[src/design/huff_pkg.sv]
package huff_pkg;

    // character index of a leaf in the code tree
    typedef logic [7:0] char_t;

    // depth of the walker's current path
    typedef logic [6:0] track_len_t;

    // left turns recorded for a left leaf
    typedef logic [7:0] lefts_t;

    // one packed header byte
    typedef logic [7:0] byte_t;

    // header writer FSM
    typedef enum logic [2:0] {
        hs_idle,
        hs_load,
        hs_char,
        hs_gap,
        hs_lefts
    } hdr_state_t;

endpackage

[src/design/bit_packer.sv]
`timescale 1ns/100ps

module bit_packer #(
    parameter int count_width = 16
) (
    input  logic                   clk,
    input  logic                   rst,
    input  logic                   enable,
    input  logic                   bit1,
    input  logic                   flush,
    output logic                   byte_valid,
    output huff_pkg::byte_t        byte_data,
    output logic [count_width-1:0] bit_count,
    output logic                   flush_done
);

    // newest bit sits in the lsb
    huff_pkg::byte_t acc;
    huff_pkg::byte_t acc_shifted;
    huff_pkg::byte_t padded;

    // bits held in acc, 0 means empty
    logic [2:0] fill;
    logic [3:0] pad_shift;

    logic flush_pend;
    logic flush_go;
    logic flush_ack;

    assign acc_shifted = {acc[6:0], bit1};

    // left-justify a partial byte, zeros fill the tail
    assign pad_shift = 4'd8 - {1'b0, fill};
    assign padded    = acc << pad_shift;

    // flush waits for a cycle with no incoming bit
    assign flush_go = (flush || flush_pend) && !enable;

    always_ff @(posedge clk) begin
        if (rst) begin
            fill       <= 3'd0;
            byte_valid <= 1'b0;
            bit_count  <= '0;
            flush_pend <= 1'b0;
            flush_ack  <= 1'b0;
            flush_done <= 1'b0;
        end else begin
            byte_valid <= 1'b0;
            flush_pend <= (flush || flush_pend) && enable;
            // done strobe trails the padded byte by one cycle
            flush_ack  <= flush_go;
            flush_done <= flush_ack;
            if (enable) begin
                // fill wraps to 0 on the eighth bit
                fill      <= fill + 3'd1;
                bit_count <= bit_count + 1'b1;
                if (fill == 3'd7) begin
                    byte_valid <= 1'b1;
                end
            end else if (flush_go) begin
                fill <= 3'd0;
                // nothing pending, no byte
                if (fill != 3'd0) begin
                    byte_valid <= 1'b1;
                end
            end
        end
    end

    always_ff @(posedge clk) begin
        if (enable) begin
            acc <= acc_shifted;
            if (fill == 3'd7) begin
                byte_data <= acc_shifted;
            end
        end else if (flush_go && (fill != 3'd0)) begin
            byte_data <= padded;
        end
    end

endmodule

[src/design/header_synthesis.sv]
`timescale 1ns/100ps

module header_synthesis (
    input  logic                 clk,
    input  logic                 rst,
    input  logic                 char_found,
    input  huff_pkg::char_t      char_index,
    input  logic                 curr_path,
    input  huff_pkg::track_len_t track_length,
    input  logic                 state_3,
    input  logic                 left,
    input  huff_pkg::lefts_t     num_lefts,
    output logic                 enable,
    output logic                 bit1,
    output logic                 busy
);

    huff_pkg::hdr_state_t state;
    huff_pkg::hdr_state_t state_next;

    // field being sent, msb leaves first
    logic [8:0] shreg;
    logic [8:0] shreg_next;

    // bits of the current field already issued
    logic [3:0] cnt;
    logic [3:0] cnt_next;

    // left-count field captured with the character
    huff_pkg::lefts_t lefts_q;
    logic             lefts_pend;

    logic char_take;
    logic backtrack_req;
    logic field_done;
    logic shift_out;
    logic enable_next;
    logic bit1_next;
    logic busy_next;

    // a character is only taken between fields
    assign char_take = char_found && (state == huff_pkg::hs_idle);

    // one zero per backtrack cycle, never during a character
    assign backtrack_req = state_3 && curr_path && (track_length != '0) &&
                           !char_found && (state == huff_pkg::hs_idle);

    // all 9 bits of a field issued, last one on the output now
    assign field_done = (cnt == 4'd9);

    always_comb begin
        state_next  = state;
        shreg_next  = shreg;
        cnt_next    = cnt;
        busy_next   = busy;
        shift_out   = 1'b0;
        enable_next = 1'b0;
        bit1_next   = 1'b0;

        case (state)
            huff_pkg::hs_idle: begin
                if (char_take) begin
                    // leading 1 marks a leaf, then the index
                    state_next = huff_pkg::hs_load;
                    shreg_next = {1'b1, char_index};
                    cnt_next   = 4'd0;
                    busy_next  = 1'b1;
                end else if (backtrack_req) begin
                    enable_next = 1'b1;
                    bit1_next   = 1'b0;
                end
            end

            huff_pkg::hs_load: begin
                // first bit of the character field
                shift_out  = 1'b1;
                state_next = huff_pkg::hs_char;
            end

            huff_pkg::hs_char: begin
                if (!field_done) begin
                    shift_out = 1'b1;
                end else if (lefts_pend) begin
                    // left leaf, queue the count field behind an idle cycle
                    state_next = huff_pkg::hs_gap;
                    shreg_next = {1'b1, lefts_q};
                    cnt_next   = 4'd0;
                end else begin
                    state_next = huff_pkg::hs_idle;
                    busy_next  = 1'b0;
                end
            end

            huff_pkg::hs_gap: begin
                // leading 1 of the count field
                shift_out  = 1'b1;
                state_next = huff_pkg::hs_lefts;
            end

            huff_pkg::hs_lefts: begin
                if (!field_done) begin
                    shift_out = 1'b1;
                end else begin
                    state_next = huff_pkg::hs_idle;
                    busy_next  = 1'b0;
                end
            end

            default: begin
                state_next = huff_pkg::hs_idle;
                busy_next  = 1'b0;
            end
        endcase

        // common shift step for both fields
        if (shift_out) begin
            enable_next = 1'b1;
            bit1_next   = shreg[8];
            shreg_next  = {shreg[7:0], 1'b0};
            cnt_next    = cnt + 4'd1;
        end
    end

    always_ff @(posedge clk) begin
        if (rst) begin
            state      <= huff_pkg::hs_idle;
            cnt        <= 4'd0;
            enable     <= 1'b0;
            bit1       <= 1'b0;
            busy       <= 1'b0;
            lefts_pend <= 1'b0;
        end else begin
            state  <= state_next;
            cnt    <= cnt_next;
            enable <= enable_next;
            bit1   <= bit1_next;
            busy   <= busy_next;
            // walker moves on after the strobe, so keep the decision
            if (char_take) begin
                lefts_pend <= left && (num_lefts != '0);
            end
        end
    end

    always_ff @(posedge clk) begin
        shreg <= shreg_next;
        if (char_take) begin
            lefts_q <= num_lefts;
        end
    end

endmodule

[src/design/header_top.sv]
`timescale 1ns/100ps

module header_top #(
    parameter int count_width = 16
) (
    input  logic                   clk,
    input  logic                   rst,
    input  logic                   char_found,
    input  huff_pkg::char_t        char_index,
    input  logic                   curr_path,
    input  huff_pkg::track_len_t   track_length,
    input  logic                   state_3,
    input  logic                   left,
    input  huff_pkg::lefts_t       num_lefts,
    input  logic                   flush,
    output logic                   busy,
    output logic                   byte_valid,
    output huff_pkg::byte_t        byte_data,
    output logic [count_width-1:0] bit_count,
    output logic                   flush_done
);

    // serial header stream between the stages
    logic stream_en;
    logic stream_bit;

    // walker events to bit stream
    header_synthesis synth0 (
        .clk          (clk),
        .rst          (rst),
        .char_found   (char_found),
        .char_index   (char_index),
        .curr_path    (curr_path),
        .track_length (track_length),
        .state_3      (state_3),
        .left         (left),
        .num_lefts    (num_lefts),
        .enable       (stream_en),
        .bit1         (stream_bit),
        .busy         (busy)
    );

    // bit stream to bytes, msb first
    bit_packer #(
        .count_width (count_width)
    ) pack0 (
        .clk        (clk),
        .rst        (rst),
        .enable     (stream_en),
        .bit1       (stream_bit),
        .flush      (flush),
        .byte_valid (byte_valid),
        .byte_data  (byte_data),
        .bit_count  (bit_count),
        .flush_done (flush_done)
    );

endmodule

[config.mk]
export PLATFORM = sky130hd
export DESIGN_NAME = header_top
export DESIGN_NICKNAME = d
export VERILOG_FILES = /design/src/design/huff_pkg.sv /design/src/design/bit_packer.sv /design/src/design/header_synthesis.sv /design/src/design/header_top.sv
export SDC_FILE = /design/constraint.sdc
export NUM_CORES = 1
export LEC_CHECK = 0
export BUFFER_PORTS_ARGS = -buffer_cell sky130_fd_sc_hd__clkbuf_2
export CAP_MARGIN = 10
export CORE_UTILIZATION = 45
export DETAILED_ROUTE_END_ITERATION = 12
export PLACE_DENSITY = 0.66
export REMOVE_ABC_BUFFERS = 1
export SYNTH_ARGS = -nofsm -noshare
export SYNTH_HDL_FRONTEND = slang
export SYNTH_HIERARCHICAL = 1
export SYNTH_SLANG_ARGS = --single-unit
[constraint.sdc]
create_clock -name clk -period 7.1 [get_ports clk]
set_input_delay 0.355 -clock clk [delete_from_list [all_inputs] [get_ports clk]]
set_output_delay 0.355 -clock clk [all_outputs]
set_load 0.01 [all_outputs]
==> impl_metrics.json, run 1 <==
{
  "drcViolationCount": 0,
  "place_congestion": 0.818,
  "grt_pass1_wl_um": 9350,
  "setup_tns_ns": 0,
  "synth_seq_cells": 67,
  "portBuffers": 56,
  "nets": 382,
  "postRouteAntennaNets": 0,
  "p_per_area_mw_per_mm2": 300,
  "grt.total_usage_pct": 16.3,
  "p_clk_share_pct": 29.9,
  "slew_headroom_pct": 25.6,
  "syn_avg_cell_area_um2": 11.0,
  "grt_max_degree": 36,
  "dpl_worst_slack_ns": 4.49,
  "period_minus_slack_ns": 2.66,
  "path_class": "reg -> reg",
  "fin_ws_ns": 4.44,
  "die_h_um": 86.2,
  "cp-start-kind": "flip-flop",
  "drv_cap": 0,
  "dpl.hpwl_um": 3850,
  "multi_input_area_mm2": 0.00141,
  "leakagePower_nw": 1.42,
  "seqPwrFrac_pct": 47.3,
  "ys_top_cells_by_count": "dfxtp_1, edfxtp_1, nor2_1",
  "required_ns": 7.20,
  "synth-edff-count": 32,
  "min_path_type": "in -> reg",
  "drt_iter0_markers": 74,
  "dieWidth_um": 86.2,
  "rsz0062_at_grt": "no",
  "ir_drop_mv": 0.162,
  "synth_flop_cell": "dfxtp_1",
  "synth_top_cell_by_area": "edfxtp_1",
  "cts.htree.levels": 3,
  "yosysMostFrequentCell": "dfxtp_1",
  "antenna_cells": 0,
  "finalHoldViolations": 0,
  "crit_arrival_ns": 2.76,
  "cts_tree": "built",
  "max_freq_ghz": 0.376,
  "cts_resized": 0,
  "numCtsBuffers": 9,
  "core_area_mm2": 0.00683,
  "antenna_found_initial": 0,
  "critPathMaxFanout": 11,
  "routed_wl_um": 5580,
  "pwr-share-comb_pct": 22.8,
  "dieArea_mm2": 0.00743,
  "worstMarginPinSlew_ns": 1.11,
  "vias": 2339,
  "crit_path_end_kind": "flip-flop",
  "path_clk_slew_ns": 0.07,
  "synth_top_area_share_pct": 30.1,
  "start_util_pct": 46.7,
  "cts_post_setup_buffers_inserted": 0,
  "yosys_warnings": 6,
  "post-route-period-util_pct": 37.5,
  "root_buffer": "clkbuf_8",
  "outcome": "completed",
  "dpl_cell_area_mm2": 0.00351,
  "clock-sinks": 67,
  "drt-pass1-iter-count": 4,
  "overflow": 0,
  "cts_hold_buffers": 0,
  "swShare_pct": 29.7,
  "seqCellArea_mm2": 0.00166,
  "clkLatencyLatePin_ns": 0.34,
  "intPower_mw": 0.787,
  "pin_count": 57,
  "ys_seq_area_share_pct": 52.1,
  "p_switching_mw": 0.333,
  "synthArstFlopShare_pct": 0,
  "viasPerCell": 5.24,
  "clock_skew_ns": 0.0105,
  "netlist_instances": 289,
  "timing.final.max_slew_violations": 0,
  "num_rows": 30,
  "drive_gt1_share_pct": 25.7,
  "synth_area_leaders": "edfxtp_1, dfxtp_1, mux2i_1, ha_1, o21ai_0",
  "nFillCells": 658,
  "setup_violations": 0,
  "fin_area_mm2": 0.00373,
  "cts_buffer_depth": 2,
  "netlist_area_mm2": 0.00319,
  "area_growth_pct": 17.0,
  "wl_per_cell_um": 12.5,
  "grt_pass1_vias": 2135,
  "yosysUniqueCellTypes": 58
}
## stage by stage
stage | hold WS, ns | total power, mW | util (%) | cells
2_1_floorplan | 0.410 | 0.725 | - | 277
3_3_place_gp | 0.418 | 0.790 | 51.4 | 430
3_5_place_dp | 0.437 | 0.794 | 51.4 | 430
4_1_cts | 0.179 | 1.13 | 54.6 | 446
5_1_grt | 0.182 | 1.19 | 54.6 | 446
6_report | 0.202 | 1.12 | 54.6 | 446
## critical path, cell delays in order, from the launching register on
cell and delay, ns:
dfxtp_1 0.54, clkinv_1 0.31, ha_1 0.61, mux2i_1 0.32, o21ai_0 0.15, mux2_2 0.30, a22o_1 0.19
## path summary, 6_finish.rpt
| kind | start | end | slack, ns | depth (start not counted) |
|---|---|---|---|---|
| setup / recovery | pack0/fill[0]$_SDFFE_PP0P_ | pack0/byte_data[6]$_DFFE_PP_ | 4.44 | 6 |
| hold / removal | num_lefts[0] | synth0/lefts_q[0]$_DFFE_PP_ | 0.20 | 1 |
| setup reg to reg | pack0/fill[0]$_SDFFE_PP0P_ | pack0/byte_data[6]$_DFFE_PP_ | 4.44 | 6 |
| hold reg to reg | pack0/flush_ack$_SDFF_PP0_ | pack0/flush_done$_SDFF_PP0_ | 0.45 | 1 |
## flip-flops by register name, indices dropped and copies added, names as in the netlist, 3 cells and up
signal / flops
pack0/fill: 3
synth0/cnt: 4
pack0/byte_data: 8
pack0/acc: 8
synth0/lefts_q: 8
synth0/shreg: 9
synth0/state: 3
pack0/bit_count: 16
## metal layers
metal  track usage [%]  share of wire, %
met5                 0                 0
met1              19.1                46
met4              7.27               1.6
met2              27.3                48
met3              5.33               4.5
## layout by cell type, fill, tap and decap left out, types with 5 or more instances in the layout
cell type	Yosys	final
clkbuf_2	0	56
dfxtp_1	35	35
edfxtp_1	32	32
nor2_1	22	22
o21ai_0	17	17
mux2i_1	16	16
nand2_1	15	15
a21oi_1	12	12
clkbuf_8	1	9
nand3_1	9	9
xnor2_1	9	9
nor4_1	9	9
nor3_1	8	8
inv_1	7	7
nand4_1	7	7
ha_1	7	7
nor2b_1	6	6
a22o_1	5	5
## power by group through the flow
stage          Sequential (mW)  Clock (mW)  Combinational [mW]
5_1_grt                  0.538       0.362               0.286
4_1_cts                  0.531       0.347               0.256
3_3_place_gp             0.538           0               0.251
6_report                 0.531       0.335               0.255
3_5_place_dp             0.540           0               0.254
2_1_floorplan            0.543           0               0.182
## kinds of logic after synthesis
group | after synthesis | synth area share, %
mux | 18 | 5.73
xor+xnor | 13 | 3.57
flops | 67 | 52.1
fa+ha+maj | 7 | 2.75
compound gates | 57 | 12.7
simple gates | 106 | 19.5
buf+inv | 21 | 3.61
## cell type report
class | instances | share of cell area (%)
clock buffers | 11 | 4.19
flip-flops and latches | 67 | 44.5
clock inverters | 5 | 1.58
well taps | 96 | 3.22
repair buffers | 57 | 7.72
inverters | 9 | 0.906
multi-input cells | 201 | 37.8
(Power assumes the default switching activity.)
==> run 2: changes to the inputs <==
Clock period 7.1 ns to 2.6 ns, I/O delays scaled along.
==> run 2 against run 1 <==
Net effect: clock-buffer cell count fell by 1; die area unchanged; sequential share of layout area shrank 1.0 points; hold slack worse by 0.17 ns; via count is 2.7% higher; critical path depth unchanged; combinational power grew to 2.8 times the previous value; fmax is 11% higher; non-clock buffer count rose by 11; clock skew is 0.0043 ns lower; global-route usage up 0.97 points.
==> impl_metrics.json, run 2 (synthesis results as in run 1) <==
{
  "outcome": "completed",
  "setup_violations": 0,
  "drive_gt1_share_pct": 25.8,
  "required_ns": 2.69,
  "rr_endpoint": "pack0/byte_data[4]$_DFFE_PP_",
  "crit_buf_inv": 1,
  "nets": 393,
  "total_power_mw": 3.04,
  "grt_pass1_wl_um": 10000,
  "crit_path_end_kind": "flip-flop",
  "area_growth_pct": 19.8,
  "start_util_pct": 46.7,
  "clock_skew_ns": 0.00622,
  "leakagePower_nw": 1.45,
  "cts_resized": 0,
  "r2r_setup_slack_ns": 0.21,
  "numCtsBuffers": 9,
  "final_cell_mix": "clkbuf_2, dfxtp_1, edfxtp_1",
  "hold_depth": 3,
  "intPower_mw": 2.12,
  "dieWidth_um": 86.2,
  "biggestRegsByFlops": "pack0/bit_count: 16 flops, synth0/shreg: 9 flops",
  "max_freq_ghz": 0.419,
  "p_per_area_mw_per_mm2": 796,
  "antenna_cells": 0,
  "fin_area_mm2": 0.00382,
  "largest_register_ff_count": 16,
  "root_buffer": "clkbuf_8",
  "postRouteAntennaNets": 0,
  "drv_cap": 0,
  "nFillCells": 626,
  "cts_buffer_depth": 2,
  "timing.final.max_slew_violations": 0,
  "slew_headroom_pct": 52.0,
  "cts_tree": "built",
  "max_stage_delay_ns": 0.56,
  "dpl_cell_area_mm2": 0.00354,
  "vias": 2401,
  "overflow": 0,
  "final_util_pct": 55.9,
  "core_area_mm2": 0.00683,
  "final_cells": 457,
  "dp_cells": 433,
  "pwr-share-comb_pct": 23.2,
  "cp-start-kind": "flip-flop",
  "drt_iter0_markers": 49,
  "seqPwrFrac_pct": 48.2,
  "num_rows": 30,
  "dpl.hpwl_um": 4090,
  "swShare_pct": 30.2,
  "critPathMaxFanout": 11,
  "worstMarginPinSlew_ns": 0.721,
  "setup_tns_ns": 0,
  "rsz0062_at_grt": "no",
  "crit_family": "adder cells",
  "pin_count": 57,
  "cp_slowest_cell": "ha_1",
  "antenna_found_initial": 0,
  "drcViolationCount": 0,
  "post-route-period-util_pct": 91.9,
  "path_clk_slew_ns": 0.07,
  "clkLatencyLatePin_ns": 0.34,
  "p_clk_share_pct": 28.6,
  "top_register": "pack0/bit_count",
  "clock-sinks": 67,
  "path_class": "reg -> reg",
  "wl_per_cell_um": 12.9,
  "portBuffers": 56,
  "cts.htree.levels": 3,
  "timing.rr.start": "pack0/fill[0]$_SDFFE_PP0P_",
  "grt.total_usage_pct": 17.3,
  "final_common_cell": "clkbuf_2",
  "dieArea_mm2": 0.00743,
  "die_h_um": 86.2,
  "routed_wl_um": 5870,
  "reg2regPathDepth": 6,
  "viasPerCell": 5.25,
  "crit_path_cell_trace": "clkinv_1 > ha_1 > mux2_1 > nand2_1 > o21ai_0 > a221o_1",
  "worstHoldStart": "left",
  "period_minus_slack_ns": 2.39,
  "min_path_type": "in -> reg",
  "grt_max_degree": 35,
  "finalHoldViolations": 0,
  "ir_drop_mv": 0.327,
  "place_congestion": 0.828,
  "p_switching_mw": 0.917,
  "grt_pass1_vias": 2218,
  "crit_arrival_ns": 2.48,
  "drt-pass1-iter-count": 4,
  "hold-path-endpoint": "synth0/lefts_pend$_SDFFE_PP0P_"
}
-- run 2: changes by cell type in the layout (fill, tap and decap cells not counted), sizes merged --
| cell | before | now |
|---|---|---|
| buf | 1 | 4 |
| clkinvlp | 0 | 2 |
| clkbuf | 67 | 66 |
| dlygate4sd3 | 0 | 8 |
| clkinv | 4 | 3 |
-- run 2: how the worst max path moves through the flow --
stage               cells after the start  slack [ns]                  startpoint                      endpoint
global route                            6        0.06  pack0/fill[0]$_SDFFE_PP0P_  pack0/byte_data[6]$_DFFE_PP_
finish                                  6        0.21  pack0/fill[0]$_SDFFE_PP0P_  pack0/byte_data[4]$_DFFE_PP_
detailed placement                      6        0.26  pack0/fill[0]$_SDFFE_PP0P_  pack0/byte_data[6]$_DFFE_PP_
global placement                        6        0.32  pack0/fill[0]$_SDFFE_PP0P_  pack0/byte_data[6]$_DFFE_PP_
floorplan                               6        0.30  pack0/fill[0]$_SDFFE_PP0P_  pack0/byte_data[4]$_DFFE_PP_
CTS                                     6        0.22  pack0/fill[0]$_SDFFE_PP0P_  pack0/byte_data[4]$_DFFE_PP_
-- run 2: per-layer routing --
metal	vias up	part of all wire (%)	track usage, %
met4	0	1.6	7.27
met3	11	3.9	4.57
met2	53	50	29.1
met1	1128	45	20.9
li1	1209	-	-
met5	-	0	0
-- run 2: layout make-up --
cell class	count	area [um^2]	share of cell area, %
multi-input combinational	201	1410	37.0
clock buffer	10	138	3.60
tap	96	120	3.15
clock inverter	6	63.8	1.67
sequential	67	1660	43.5
timing repair buffer	68	390	10.2
inverter	9	33.8	0.885
-- run 2: power groups by stage --
stage          registers (mW)  clock network, mW  logic (mW)
6_report                 1.47              0.868       0.705
5_1_grt                  1.49              0.940       0.790
4_1_cts                  1.47              0.897       0.709
3_5_place_dp             1.49                  0       0.694
3_3_place_gp             1.49                  0       0.684
2_1_floorplan            1.48                  0       0.497
-- run 2: worst reg2reg max path, stage by stage (launching register included) --
cell and delay (ns):
dfxtp_1 0.54, clkinv_1 0.17, ha_1 0.56, mux2_1 0.39, nand2_1 0.08, o21ai_0 0.09, a221o_1 0.32
-- run 2: through the flow --
step / hold slack (ns) / setup slack, ns
3_5_place_dp: 0.327 / 0.256
6_report: 0.0344 / 0.211
5_1_grt: 0.0443 / 0.0632
3_3_place_gp: 0.324 / 0.316
2_1_floorplan: 0.199 / 0.297
4_1_cts: 0.0235 / 0.223
-- run 2: timing repair --
action | 4_1_cts | 5_1_grt
hold buffers | 8 | 0
endpoints found under the hold margin | 8 | 0
setup buffers | 0 | 0
==> run 3: changes to the inputs <==
Settings changed: CORE_UTILIZATION 45 to 35, PLACE_DENSITY 0.66 to 0.53, SYNTH_HIERARCHICAL 1 to not set.
==> run 3 against run 2 <==
Net effect: synthesized cell count up 0.35%; design area down 2.6%; non-clock buffer count up 2; largest power group unchanged; sequential share of layout area up 1.2 points; critical path depth unchanged; highest routed layer unchanged; power down 26%; largest cell class unchanged.
==> impl_metrics.json, run 3 <==
{
  "portBuffers": 56,
  "worstMarginPinSlew_ns": 0.779,
  "synth_area_leaders": "edfxtp_1, dfxtp_1, mux2i_1, a21oi_1, ha_1",
  "grt_pass1_wl_um": 10400,
  "path_clk_slew_ns": 0.08,
  "clkLatencyLatePin_ns": 0.34,
  "yosysMostFrequentCell": "dfxtp_1",
  "rsz0062_at_grt": "no",
  "largest_register_ff_count": 16,
  "overflow": 0,
  "cts.htree.levels": 3,
  "synth_top_area_share_pct": 31.1,
  "viasPerCell": 5.10,
  "synth_top_cell_by_area": "edfxtp_1",
  "cts_buffer_depth": 2,
  "min_path_type": "in -> reg",
  "synth_seq_cells": 67,
  "timing.rr.start": "pack0.fill[0]$_SDFFE_PP0P_",
  "dieArea_mm2": 0.00920,
  "path_class": "reg -> reg",
  "cp-start-kind": "flip-flop",
  "ys_seq_area_share_pct": 53.8,
  "ys_top_cells_by_count": "dfxtp_1, edfxtp_1, a21oi_1",
  "cts_post_setup_buffers_inserted": 0,
  "synth_flop_cell": "dfxtp_1",
  "grt_pass1_vias": 2225,
  "die_h_um": 95.9,
  "netlist_area_mm2": 0.00309,
  "clock_skew_ns": 0.0128,
  "drt_iter0_markers": 68,
  "drive_gt1_share_pct": 24.0,
  "rr_endpoint": "pack0.byte_data[6]$_DFFE_PP_",
  "final_cell_mix": "clkbuf_2, dfxtp_1, edfxtp_1",
  "outcome": "completed",
  "hold-path-endpoint": "synth0.lefts_pend$_SDFFE_PP0P_",
  "dpl_cell_area_mm2": 0.00347,
  "crit_path_end_kind": "flip-flop",
  "post-route-period-util_pct": 83.1,
  "final_cells": 464,
  "wl_per_cell_um": 13.0,
  "dpl.hpwl_um": 4080,
  "timing.final.max_slew_violations": 0,
  "drt-pass1-iter-count": 4,
  "num_rows": 33,
  "dieWidth_um": 95.9,
  "top_register": "pack0.bit_count",
  "netlist_instances": 290,
  "area_growth_pct": 20.5,
  "dpl_worst_slack_ns": 0.396,
  "pin_count": 57,
  "place_congestion": 0.763,
  "core_area_mm2": 0.00838,
  "routed_wl_um": 6030,
  "postRouteAntennaNets": 0,
  "worstHoldStart": "left",
  "total_power_mw": 2.25,
  "synth-edff-count": 32,
  "setup_tns_ns": 0,
  "setup_violations": 0,
  "biggestRegsByFlops": "pack0.bit_count: 16 flops, synth0.shreg: 9 flops",
  "reg2regPathDepth": 6,
  "yosysUniqueCellTypes": 44,
  "syn_avg_cell_area_um2": 10.6,
  "holdWs_ns": 0.0443,
  "antenna_found_initial": 0,
  "clock-sinks": 67,
  "hold_depth": 3,
  "nets": 391,
  "vias": 2365,
  "dp_cells": 439,
  "root_buffer": "clkbuf_8",
  "cts_tree": "built",
  "drcViolationCount": 0,
  "final_util_pct": 44.4,
  "period_minus_slack_ns": 2.16,
  "ir_drop_mv": 0.258,
  "r2r_setup_slack_ns": 0.44,
  "synthArstFlopShare_pct": 0,
  "critPathMaxFanout": 11,
  "finalHoldViolations": 0,
  "fin_ws_ns": 0.440,
  "grt.total_usage_pct": 14.8,
  "drv_cap": 0,
  "numCtsBuffers": 9,
  "required_ns": 2.69,
  "start_util_pct": 36.8,
  "p_per_area_mw_per_mm2": 606,
  "final_common_cell": "clkbuf_2",
  "grt_max_degree": 39,
  "max_freq_ghz": 0.463,
  "crit_arrival_ns": 2.25,
  "yosys_warnings": 0,
  "slew_headroom_pct": 48.1,
  "leakagePower_nw": 1.40,
  "antenna_cells": 0,
  "fin_area_mm2": 0.00372
}
run 3: area by class of cell:
type | instances | area (um^2)
fill | 806 | 4660
sequential | 67 | 1660
multi-input combinational | 200 | 1330
timing repair buffer | 70 | 403
tap | 105 | 131
clock buffer | 10 | 128
clock inverter | 6 | 41.3
inverter | 6 | 22.5
run 3: cell families (layout without fill, tap and decap cells):
family	Yosys count	count (layout)	share of synthesized area, %
buf+inv	23	92	3.00
mux	19	19	7.05
fa+ha+maj	7	7	2.84
simple gates	108	108	19.6
flops	67	67	53.8
compound gates	58	58	11.4
xor+xnor	8	8	2.27
run 3: where the power goes:
part	internal, mW	switching (mW)	total (mW)	leakage (nW)
Combinational	0.122	0.144	0.266	0.722
Sequential	1.19	0.0439	1.23	0.586
Clock	0.348	0.406	0.755	0.0870
run 3: per-layer routing:
| layer | share of wire, % | GRT usage (%) |
|---|---|---|
| met3 | 3.6 | 4.98 |
| met2 | 48 | 23.0 |
| met1 | 48 | 19.2 |
| met4 | 0.51 | 5.60 |
| met5 | 0 | 0 |
run 3: worst max-delay path, cell delays in order, from the launching register on:
cell and delay (ns):
dfxtp_1 0.34, inv_1 0.10, ha_1 0.57, mux2i_1 0.27, o21ai_0 0.13, mux2_2 0.29, a22o_1 0.20
run 3: worst max path at each step:
stage | startpoint | cells past startpoint | end
CTS | pack0.fill[0]$_SDFFE_PP0P_ | 4 | pack0.byte_data[7]$_DFFE_PP_
global route | pack0.fill[0]$_SDFFE_PP0P_ | 6 | pack0.byte_data[6]$_DFFE_PP_
floorplan | pack0.fill[0]$_SDFFE_PP0P_ | 4 | pack0.byte_data[7]$_DFFE_PP_
global placement | pack0.fill[0]$_SDFFE_PP0P_ | 4 | pack0.byte_data[7]$_DFFE_PP_
detailed placement | pack0.fill[0]$_SDFFE_PP0P_ | 4 | pack0.byte_data[5]$_DFFE_PP_
finish | pack0.fill[0]$_SDFFE_PP0P_ | 6 | pack0.byte_data[6]$_DFFE_PP_
run 3: what timing repair did:
item / CTS / global route
endpoints found under the hold margin: 8 / 0
gates resized for setup: 0 / 0
endpoints found under the setup margin: 0 / 0
hold buffers: 8 / 0
